--- src/include/ddr_bridge_settings.svh ---
/*
 * Width and depth settings for the CPU line to DDR2 app-interface bridge.
 * Include wherever a width or the queue depth is needed.
 */
`ifndef DDR_BRIDGE_SETTINGS_SVH
`define DDR_BRIDGE_SETTINGS_SVH

// One controller beat and one CPU cache line
`define DDR_BEAT_BITS      128
`define DDR_LINE_BITS      256

// Controller address and CPU word address
`define DDR_APP_ADDR_BITS  27
`define DDR_CPU_ADDR_BITS  30

// Entries in each command and write-data queue
`define DDR_QUEUE_DEPTH    4

`endif
--- src/rtl/ddr_bridge_pkg.sv ---
/*
 * Types shared by the bridge modules: beats, lines, controller addresses,
 * the app command encoding and the command-queue entry.
 * Compile before any module of the bridge.
 */
`default_nettype none

`include "ddr_bridge_settings.svh"

package ddr_bridge_pkg;

    typedef logic [`DDR_BEAT_BITS-1:0]     beat_t;
    typedef logic [`DDR_LINE_BITS-1:0]     line_t;
    typedef logic [`DDR_APP_ADDR_BITS-1:0] app_addr_t;

    // Controller app_cmd encoding
    typedef enum logic [2:0] {
        APP_CMD_WRITE = 3'b000,
        APP_CMD_READ  = 3'b001
    } app_cmd_t;

    // One entry of the command queue
    typedef struct packed {
        app_cmd_t  cmd;
        app_addr_t addr;
    } app_req_t;

endpackage

`default_nettype wire

--- src/rtl/ddr_bridge_top.sv ---
/*
 * Bridge from a 256-bit CPU line port to a DDR2 controller app interface.
 * Splitter feeds a command queue and a write-data queue, the issuer drains
 * them into the controller, and the assembler rebuilds read lines.
 */
`timescale 1ns/1ps
`default_nettype none

`include "ddr_bridge_settings.svh"

module ddr_bridge_top (
    input  wire logic                          ui_clk,
    input  wire logic                          rst,
    // CPU side
    input  wire logic                          ram_en,
    input  wire logic                          ram_write,
    input  wire logic [`DDR_CPU_ADDR_BITS-1:0] ram_addr,
    input  ddr_bridge_pkg::line_t              data_to_ram,
    output logic                               ram_rdy,
    output ddr_bridge_pkg::line_t              data_from_ram,
    output logic                               line_valid,
    // Controller app interface
    output ddr_bridge_pkg::app_addr_t          app_addr,
    output ddr_bridge_pkg::app_cmd_t           app_cmd,
    output logic                               app_en,
    output ddr_bridge_pkg::beat_t              app_wdf_data,
    output logic                               app_wdf_wren,
    output logic                               app_wdf_end,
    input  wire logic                          app_rdy,
    input  wire logic                          app_wdf_rdy,
    input  ddr_bridge_pkg::beat_t              app_rd_data,
    input  wire logic                          app_rd_data_valid,
    input  wire logic                          init_calib_complete
);

    import ddr_bridge_pkg::*;

    logic     cmd_push;
    app_req_t cmd_data;
    logic     cmd_pop;
    app_req_t cmd_head;
    logic     cmd_empty;
    logic     wdata_push;
    beat_t    wdata_data;
    logic     wdata_pop;
    beat_t    wdata_head;
    logic     wdata_empty;
    logic     write_beat_done;

    // ------------------------------------------------------------------------
    // Producer
    // ------------------------------------------------------------------------
    ddr_line_splitter splitter (
        .ui_clk              (ui_clk),
        .rst                 (rst),
        .ram_en              (ram_en),
        .ram_write           (ram_write),
        .ram_addr            (ram_addr),
        .data_to_ram         (data_to_ram),
        .init_calib_complete (init_calib_complete),
        .write_beat_done     (write_beat_done),
        .line_valid          (line_valid),
        .ram_rdy             (ram_rdy),
        .cmd_push            (cmd_push),
        .cmd_data            (cmd_data),
        .wdata_push          (wdata_push),
        .wdata_data          (wdata_data)
    );

    // At most two entries in flight per queue, so neither one fills
    ddr_beat_queue #(.payload_t(app_req_t)) cmd_queue (
        .ui_clk    (ui_clk),
        .rst       (rst),
        .push      (cmd_push),
        .push_data (cmd_data),
        .pop       (cmd_pop),
        .pop_data  (cmd_head),
        .full      (),
        .empty     (cmd_empty)
    );

    ddr_beat_queue #(.payload_t(beat_t)) wdata_queue (
        .ui_clk    (ui_clk),
        .rst       (rst),
        .push      (wdata_push),
        .push_data (wdata_data),
        .pop       (wdata_pop),
        .pop_data  (wdata_head),
        .full      (),
        .empty     (wdata_empty)
    );

    // ------------------------------------------------------------------------
    // Consumers
    // ------------------------------------------------------------------------
    ddr_app_issuer issuer (
        .ui_clk          (ui_clk),
        .rst             (rst),
        .cmd_head        (cmd_head),
        .cmd_empty       (cmd_empty),
        .cmd_pop         (cmd_pop),
        .wdata_head      (wdata_head),
        .wdata_empty     (wdata_empty),
        .wdata_pop       (wdata_pop),
        .app_rdy         (app_rdy),
        .app_wdf_rdy     (app_wdf_rdy),
        .app_addr        (app_addr),
        .app_cmd         (app_cmd),
        .app_en          (app_en),
        .app_wdf_data    (app_wdf_data),
        .app_wdf_wren    (app_wdf_wren),
        .app_wdf_end     (app_wdf_end),
        .write_beat_done (write_beat_done)
    );

    ddr_line_assembler assembler (
        .ui_clk            (ui_clk),
        .rst               (rst),
        .app_rd_data       (app_rd_data),
        .app_rd_data_valid (app_rd_data_valid),
        .data_from_ram     (data_from_ram),
        .line_valid        (line_valid)
    );

endmodule

`default_nettype wire

--- src/rtl/ddr_line_assembler.sv ---
/*
 * Rebuilds a CPU line from two read beats returned by the controller.
 * The first valid beat fills the lower half, the second the upper half,
 * and line_valid pulses on the following cycle.
 */
`timescale 1ns/1ps
`default_nettype none

`include "ddr_bridge_settings.svh"

module ddr_line_assembler (
    input  wire logic             ui_clk,
    input  wire logic             rst,
    input  ddr_bridge_pkg::beat_t app_rd_data,
    input  wire logic             app_rd_data_valid,
    output ddr_bridge_pkg::line_t data_from_ram,
    output logic                  line_valid
);

    // Set once the lower half holds its beat
    logic upper_half;

    always_ff @(posedge ui_clk) begin
        if (!rst) begin
            upper_half <= 1'b0;
            line_valid <= 1'b0;
        end else begin
            line_valid <= app_rd_data_valid && upper_half;
            if (app_rd_data_valid) begin
                upper_half <= !upper_half;
            end
        end
    end

    // Line register
    always_ff @(posedge ui_clk) begin
        if (app_rd_data_valid) begin
            if (upper_half) begin
                data_from_ram[`DDR_LINE_BITS-1:`DDR_BEAT_BITS] <= app_rd_data;
            end else begin
                data_from_ram[`DDR_BEAT_BITS-1:0] <= app_rd_data;
            end
        end
    end

endmodule

`default_nettype wire

--- src/rtl/ddr_app_issuer.sv ---
/*
 * Presents the command at the head of the command queue to the controller,
 * with its data beat for a write. Command and data may be accepted in
 * different cycles; the queue entries are popped once both have gone.
 */
`timescale 1ns/1ps
`default_nettype none

module ddr_app_issuer (
    input  wire logic                 ui_clk,
    input  wire logic                 rst,
    input  ddr_bridge_pkg::app_req_t  cmd_head,
    input  wire logic                 cmd_empty,
    output logic                      cmd_pop,
    input  ddr_bridge_pkg::beat_t     wdata_head,
    input  wire logic                 wdata_empty,
    output logic                      wdata_pop,
    input  wire logic                 app_rdy,
    input  wire logic                 app_wdf_rdy,
    output ddr_bridge_pkg::app_addr_t app_addr,
    output ddr_bridge_pkg::app_cmd_t  app_cmd,
    output logic                      app_en,
    output ddr_bridge_pkg::beat_t     app_wdf_data,
    output logic                      app_wdf_wren,
    output logic                      app_wdf_end,
    output logic                      write_beat_done
);

    import ddr_bridge_pkg::*;

    logic is_write;
    logic cmd_done;
    logic data_done;
    logic cmd_xfer;
    logic data_xfer;
    logic finish;

    assign is_write = (cmd_head.cmd == APP_CMD_WRITE);

    // Head entry stays put until popped, so values hold under back-pressure
    assign app_addr     = cmd_head.addr;
    assign app_cmd      = cmd_head.cmd;
    assign app_wdf_data = wdata_head;

    assign app_en       = !cmd_empty && !cmd_done;
    assign app_wdf_wren = !cmd_empty && is_write && !wdata_empty && !data_done;
    // Every write is a single beat
    assign app_wdf_end  = app_wdf_wren;

    assign cmd_xfer  = app_en && app_rdy;
    assign data_xfer = app_wdf_wren && app_wdf_rdy;

    // Command and data both transferred in this or an earlier cycle
    assign finish = !cmd_empty && (cmd_done || cmd_xfer) &&
                    (!is_write || data_done || data_xfer);

    assign cmd_pop         = finish;
    assign wdata_pop       = finish && is_write;
    assign write_beat_done = finish && is_write;

    always_ff @(posedge ui_clk) begin
        if (!rst) begin
            cmd_done  <= 1'b0;
            data_done <= 1'b0;
        end else if (finish) begin
            cmd_done  <= 1'b0;
            data_done <= 1'b0;
        end else begin
            cmd_done  <= cmd_done || cmd_xfer;
            data_done <= data_done || data_xfer;
        end
    end

endmodule

`default_nettype wire

--- src/rtl/ddr_line_splitter.sv ---
/*
 * Accepts one CPU line request at a time and turns it into two beat
 * commands, plus two write beats for a write. Holds ram_rdy low until the
 * controller has taken both write beats or the read line has come back.
 */
`timescale 1ns/1ps
`default_nettype none

`include "ddr_bridge_settings.svh"

module ddr_line_splitter (
    input  wire logic                          ui_clk,
    input  wire logic                          rst,
    input  wire logic                          ram_en,
    input  wire logic                          ram_write,
    input  wire logic [`DDR_CPU_ADDR_BITS-1:0] ram_addr,
    input  ddr_bridge_pkg::line_t              data_to_ram,
    input  wire logic                          init_calib_complete,
    input  wire logic                          write_beat_done,
    input  wire logic                          line_valid,
    output logic                               ram_rdy,
    output logic                               cmd_push,
    output ddr_bridge_pkg::app_req_t           cmd_data,
    output logic                               wdata_push,
    output ddr_bridge_pkg::beat_t              wdata_data
);

    import ddr_bridge_pkg::*;

    // Low five address bits select the half of the line
    localparam int OFS_BITS = 5;
    localparam logic [OFS_BITS-1:0] LOWER_OFS = 5'd0;
    localparam logic [OFS_BITS-1:0] UPPER_OFS = 5'd16;

    typedef enum logic [1:0] {
        ST_IDLE,
        ST_FIRST,
        ST_SECOND,
        ST_WAIT
    } state_t;

    state_t state;
    logic   is_write;
    logic   [1:0] done_cnt;
    logic   accept;
    logic   [`DDR_APP_ADDR_BITS-OFS_BITS-1:0] base_addr;
    line_t  line_buf;

    // Read completion lets a new request in on the line_valid cycle
    assign ram_rdy = init_calib_complete &&
                     ((state == ST_IDLE) || (state == ST_WAIT && !is_write && line_valid));
    assign accept  = ram_en && ram_rdy;

    // ------------------------------------------------------------------------
    // Control FSM
    // ------------------------------------------------------------------------
    always_ff @(posedge ui_clk) begin
        if (!rst) begin
            state    <= ST_IDLE;
            is_write <= 1'b0;
            done_cnt <= 2'd0;
        end else begin
            case (state)
                ST_IDLE: begin
                    if (accept) begin
                        state <= ST_FIRST;
                    end
                end
                ST_FIRST: begin
                    state <= ST_SECOND;
                end
                ST_SECOND: begin
                    state <= ST_WAIT;
                end
                ST_WAIT: begin
                    if (is_write) begin
                        // Second beat taken by the controller
                        if (write_beat_done && done_cnt == 2'd1) begin
                            state <= ST_IDLE;
                        end
                    end else if (line_valid) begin
                        state <= accept ? ST_FIRST : ST_IDLE;
                    end
                end
                default: begin
                    state <= ST_IDLE;
                end
            endcase

            if (accept) begin
                is_write <= ram_write;
                done_cnt <= 2'd0;
            end else if (write_beat_done) begin
                done_cnt <= done_cnt + 2'd1;
            end
        end
    end

    // Request payload with bits 24..3 as the line address
    always_ff @(posedge ui_clk) begin
        if (accept) begin
            base_addr <= ram_addr[24:3];
            line_buf  <= data_to_ram;
        end
    end

    // ------------------------------------------------------------------------
    // Queue pushes with the lower half first
    // ------------------------------------------------------------------------
    assign cmd_push      = (state == ST_FIRST) || (state == ST_SECOND);
    assign cmd_data.cmd  = is_write ? APP_CMD_WRITE : APP_CMD_READ;
    assign cmd_data.addr = {base_addr, (state == ST_SECOND) ? UPPER_OFS : LOWER_OFS};

    assign wdata_push = cmd_push && is_write;
    assign wdata_data = (state == ST_SECOND) ? line_buf[`DDR_LINE_BITS-1:`DDR_BEAT_BITS]
                                             : line_buf[`DDR_BEAT_BITS-1:0];

endmodule

`default_nettype wire

--- src/rtl/ddr_beat_queue.sv ---
/*
 * Small synchronous circular queue. The payload type is a parameter, so the
 * same block carries commands and write beats. Head data is visible on
 * pop_data the cycle after a push; push when full and pop when empty are ignored.
 */
`timescale 1ns/1ps
`default_nettype none

`include "ddr_bridge_settings.svh"

module ddr_beat_queue #(
    parameter type payload_t = logic [7:0]
) (
    input  wire logic ui_clk,
    input  wire logic rst,
    input  wire logic push,
    input  payload_t  push_data,
    input  wire logic pop,
    output payload_t  pop_data,
    output logic      full,
    output logic      empty
);

    localparam int DEPTH    = `DDR_QUEUE_DEPTH;
    localparam int PTR_BITS = (DEPTH > 1) ? $clog2(DEPTH) : 1;
    localparam int CNT_BITS = $clog2(DEPTH + 1);

    payload_t mem [DEPTH];

    logic [PTR_BITS-1:0] wr_ptr;
    logic [PTR_BITS-1:0] rd_ptr;
    logic [CNT_BITS-1:0] count;
    logic do_push;
    logic do_pop;

    assign full     = (count == CNT_BITS'(DEPTH));
    assign empty    = (count == '0);
    assign do_push  = push && !full;
    assign do_pop   = pop && !empty;
    assign pop_data = mem[rd_ptr];

    // Pointers and occupancy
    always_ff @(posedge ui_clk) begin
        if (!rst) begin
            wr_ptr <= '0;
            rd_ptr <= '0;
            count  <= '0;
        end else begin
            if (do_push) begin
                wr_ptr <= (wr_ptr == PTR_BITS'(DEPTH - 1)) ? '0 : wr_ptr + 1'b1;
            end
            if (do_pop) begin
                rd_ptr <= (rd_ptr == PTR_BITS'(DEPTH - 1)) ? '0 : rd_ptr + 1'b1;
            end
            if (do_push && !do_pop) begin
                count <= count + 1'b1;
            end else if (do_pop && !do_push) begin
                count <= count - 1'b1;
            end
        end
    end

    // Storage
    always_ff @(posedge ui_clk) begin
        if (do_push) begin
            mem[wr_ptr] <= push_data;
        end
    end

endmodule

`default_nettype wire

--- config.mk ---
export PLATFORM = sky130hd
export DESIGN_NAME = ddr_bridge_top
export DESIGN_NICKNAME = d
export VERILOG_FILES = /design/src/rtl/ddr_bridge_pkg.sv /design/src/rtl/ddr_bridge_top.sv /design/src/rtl/ddr_line_assembler.sv /design/src/rtl/ddr_app_issuer.sv /design/src/rtl/ddr_line_splitter.sv /design/src/rtl/ddr_beat_queue.sv
export VERILOG_INCLUDE_DIRS = /design/src /design/src/include
export SDC_FILE = /design/constraint.sdc
export NUM_CORES = 1
export LEC_CHECK = 0
export BUFFER_PORTS_ARGS = -buffer_cell sky130_fd_sc_hd__buf_4
export CAP_MARGIN = 0
export CORE_ASPECT_RATIO = 0.8
export CORE_MARGIN = 2
export CORE_UTILIZATION = 27
export DETAILED_ROUTE_END_ITERATION = 12
export PLACE_DENSITY = 0.51
export SETUP_SLACK_MARGIN = 0.1
export SLEW_MARGIN = 10
export SYNTH_ARGS = -nofsm -noshare
export SYNTH_HDL_FRONTEND = slang
export SYNTH_SLANG_ARGS = --single-unit
export TNS_END_PERCENT = 30
--- constraint.sdc ---
create_clock -name ui_clk -period 15.43 [get_ports ui_clk]
set_clock_uncertainty 0.15 [all_clocks]
set_input_delay 0.7715 -clock ui_clk [delete_from_list [all_inputs] [get_ports ui_clk]]
set_output_delay 0.7715 -clock ui_clk [all_outputs]
set_load 0.1 [all_outputs]
==> impl_metrics.toml <==
[sta]
fmax_mhz = 204
whs_ns = 0.0845
worst_pin_slew_ns = 1.13
setup_violations = 0
slew_headroom_pct = 24.9
finalHoldViolCount = 0
fin_ws_ns = 10.53
finalSetupTns_ns = 0
period_share_pct = 31.7
period_needed_ns = 4.90
rsz0062_at_grt = "false"
drv_slew = 0

[route]
vias = 20722
drcViolationCount = 0
via_per_inst = 4.22
routed_wl_um = 115000
initialDrtViolationCount = 1587
wl_per_cell_um = 23.4
firstDrtPassIters = 5
drtAntennaViolNets = 0

[floorplan]
dieHeight_um = 352
rows = 127
core_area_um2 = 150000
dieWidth_um = 439
dieArea_um2 = 155000
ios = 841
start_util_pct = 27.3

[grt]
grt_pass1_vias = 21873
grt_use_total_pct = 14.4
grt_pass1_wl_um = 160000
antenna_found_initial = 6
globalRouteOverflowTotal = 0
grt_max_degree = 78

[cts]
path_clk_slew_ns = 0.06
htree_levels = 3
post_cts_buffers = 0
cts.sinks = 1169
cts_inserted_buffers = 118
clk_latency_ns = 0.73
root_buffer = "clkbuf_16"
cts_tree = "built"
ctsLongestPathBuffers = 3

[logic_synthesis]
ys_types = 45
ys_warn_count = 0
yosysSeqAreaShare_pct = 85.1
synth-edff-count = 1142
syn_area_per_cell_um2 = 25.0
synth-main-ff-cell = "edfxtp_1"
yosys_register_bits = 1169
async_reset_ff_share_pct = 0
syn_area_um2 = 40900
synth_cells = 1640

[power_and_ir_drop]
p_per_area_nw_per_um2 = 153
p_leak_nw = 19.4
ir_drop_v = 0.0000870

[setup_path]
crit_fanout = 36
critical_path_class = "reg2out"
critPathRequiredTime_ns = 14.51
critPathCaptureType = "output pin"
path_common_cell = "buf_4"
cpLargestDelayFamily = "buffers and inverters"
start_kind = "flop"
slowest_stage = "dfxtp_4"
path_cells = "buf_4, buf_4, mux4_2, buf_4"
cp.arrival_ns = 3.97
crit_buf_inv = 3
max_stage_delay_ns = 0.78

[final_layout]
mostFrequentLayoutCell = "edfxtp_1"
nNetsFinal = 3253
drive_above_1_share_pct = 45.7
n_fill_cell = 13680
area_growth_pct = 36.8
mostFrequentLayoutCells = "edfxtp_1 (1,142), buf_4 (853), dlygate4sd3_1 (251), mux4_2 (152), mux2_2 (128)"

[run]
drv_cap = 0

[status]
outcome = "finished, final reports clean"

[worst_hold_path]
holdCritPathClass = "in2reg"

[placed_design]
numPortBuffers = 826
gp_congestion = 0.985
dpl.hpwl_um = 79400
place_ws_ns = 11.10
==> final cells by class <==
type / instances / area, µm² / area share, %
inverter: 12 / 45.0 / 0.0804
tap: 1999 / 2500 / 4.47
clock inverter: 74 / 692 / 1.24
timing repair buffer: 1104 / 8920 / 15.9
clock buffer: 144 / 3150 / 5.63
sequential: 1169 / 34800 / 62.2
multi-input combinational: 407 / 5850 / 10.5
antenna: 2 / 5.00 / 0.00894
==> worst paths after layout <==
| kind | start | end | slack [ns] | cells after the start |
|---|---|---|---|---|
| setup / recovery | flop | app_wdf_data[113] | 10.53 | 4 |
| hold reg to reg | cmd_queue.rd_ptr[0]$_SDFFE_PN0P_ | flop | 0.35 | 2 |
| hold / removal | data_to_ram[128] | splitter.line_buf[128]$_DFFE_PP_ | 0.08 | 1 |
| setup reg to reg | splitter.state[1]$_SDFFE_PN0P_ | wdata_queue.mem[0][78]$_DFFE_PP_ | 11.23 | 7 |
==> sequential cells by signal, summed over array words and instances, names as in the netlist, named ones only <==
name	flops
splitter.is_write	1
splitter.line_buf	256
cmd_queue.rd_ptr	2
splitter.state	2
cmd_queue.count	3
wdata_queue.wr_ptr	2
splitter.done_cnt	2
splitter.base_addr	22
issuer.data_done	1
wdata_queue.count	3
assembler.line_valid	1
wdata_queue.rd_ptr	2
assembler.upper_half	1
issuer.cmd_done	1
assembler.data_from_ram	256
cmd_queue.mem	96
wdata_queue.mem	512
cmd_queue.wr_ptr	2
==> metal layers <==
metal	up-vias	wire length (µm)	part of all wire (%)	track usage [%]
met2	568	57100	50	23.9
li1	9162	-	-	-
met4	4	2580	2.2	3.68
met5	-	30	0.026	0
met1	10831	47500	41	18.4
met3	157	7480	6.5	4.31
==> report_power, final <==
group	leakage [nW]	switching (mW)	internal [mW]
sequential	10.7	0.0835	3.87
clock	1.90	1.20	1.65
combinational	6.80	1.27	0.470
==> cells in the mapped netlist, types with 2 or more instances <==
master	instances	area share, %
ha_1	17	0.52
mux2i_1	7	0.17
edfxtp_1	1142	84
a21oi_1	8	0.098
or3_1	4	0.061
mux4_2	152	8.4
nor2_1	21	0.19
and3_1	2	0.031
xnor2_1	2	0.043
a31oi_1	2	0.031
clkbuf_1	31	0.28
and2_1	10	0.15
nor2b_1	3	0.046
o21ai_0	7	0.086
mux2_2	128	3.5
fa_1	2	0.098
buf_2	15	0.18
nand2_1	8	0.073
or2_2	2	0.031
buf_4	7	0.13
nand3_1	4	0.049
xor2_1	4	0.086
dfxtp_1	27	1.3
buf_1	3	0.028
inv_1	12	0.11
==> through the flow <==
stage                     cells  util (%)  cell area, µm²  power (mW)
after floorplan            1645         -           41000        5.26
after global placement     4440      33.1           49600        5.69
after detailed placement   4440      33.1           49600        5.73
after CTS                  4909      37.3           56000        8.66
after global routing       4911      37.3           56000        8.85
final                      4911      37.3           56000        8.55
==> cell families (layout without fill, tap and decap cells) <==
group | Yosys count | after routing | synth area share, %
AOI/OAI and AO/OA | 29 | 29 | 0.562
DFF | 1169 | 1169 | 85.1
muxes | 287 | 287 | 12.1
xor gates and xnor gates | 6 | 6 | 0.128
buffers and inverters | 69 | 1334 | 0.761
other | 1 | 8 | 0.00916
adders and majority gates | 19 | 19 | 0.617
and+or+nand+nor | 60 | 60 | 0.782
==> what timing repair did <==
item                                   4_1_cts  5_1_grt
hold buffers                               251        0
resized for setup                            0        0
endpoints found under the hold margin      278        0
(Power assumes the default switching activity.)
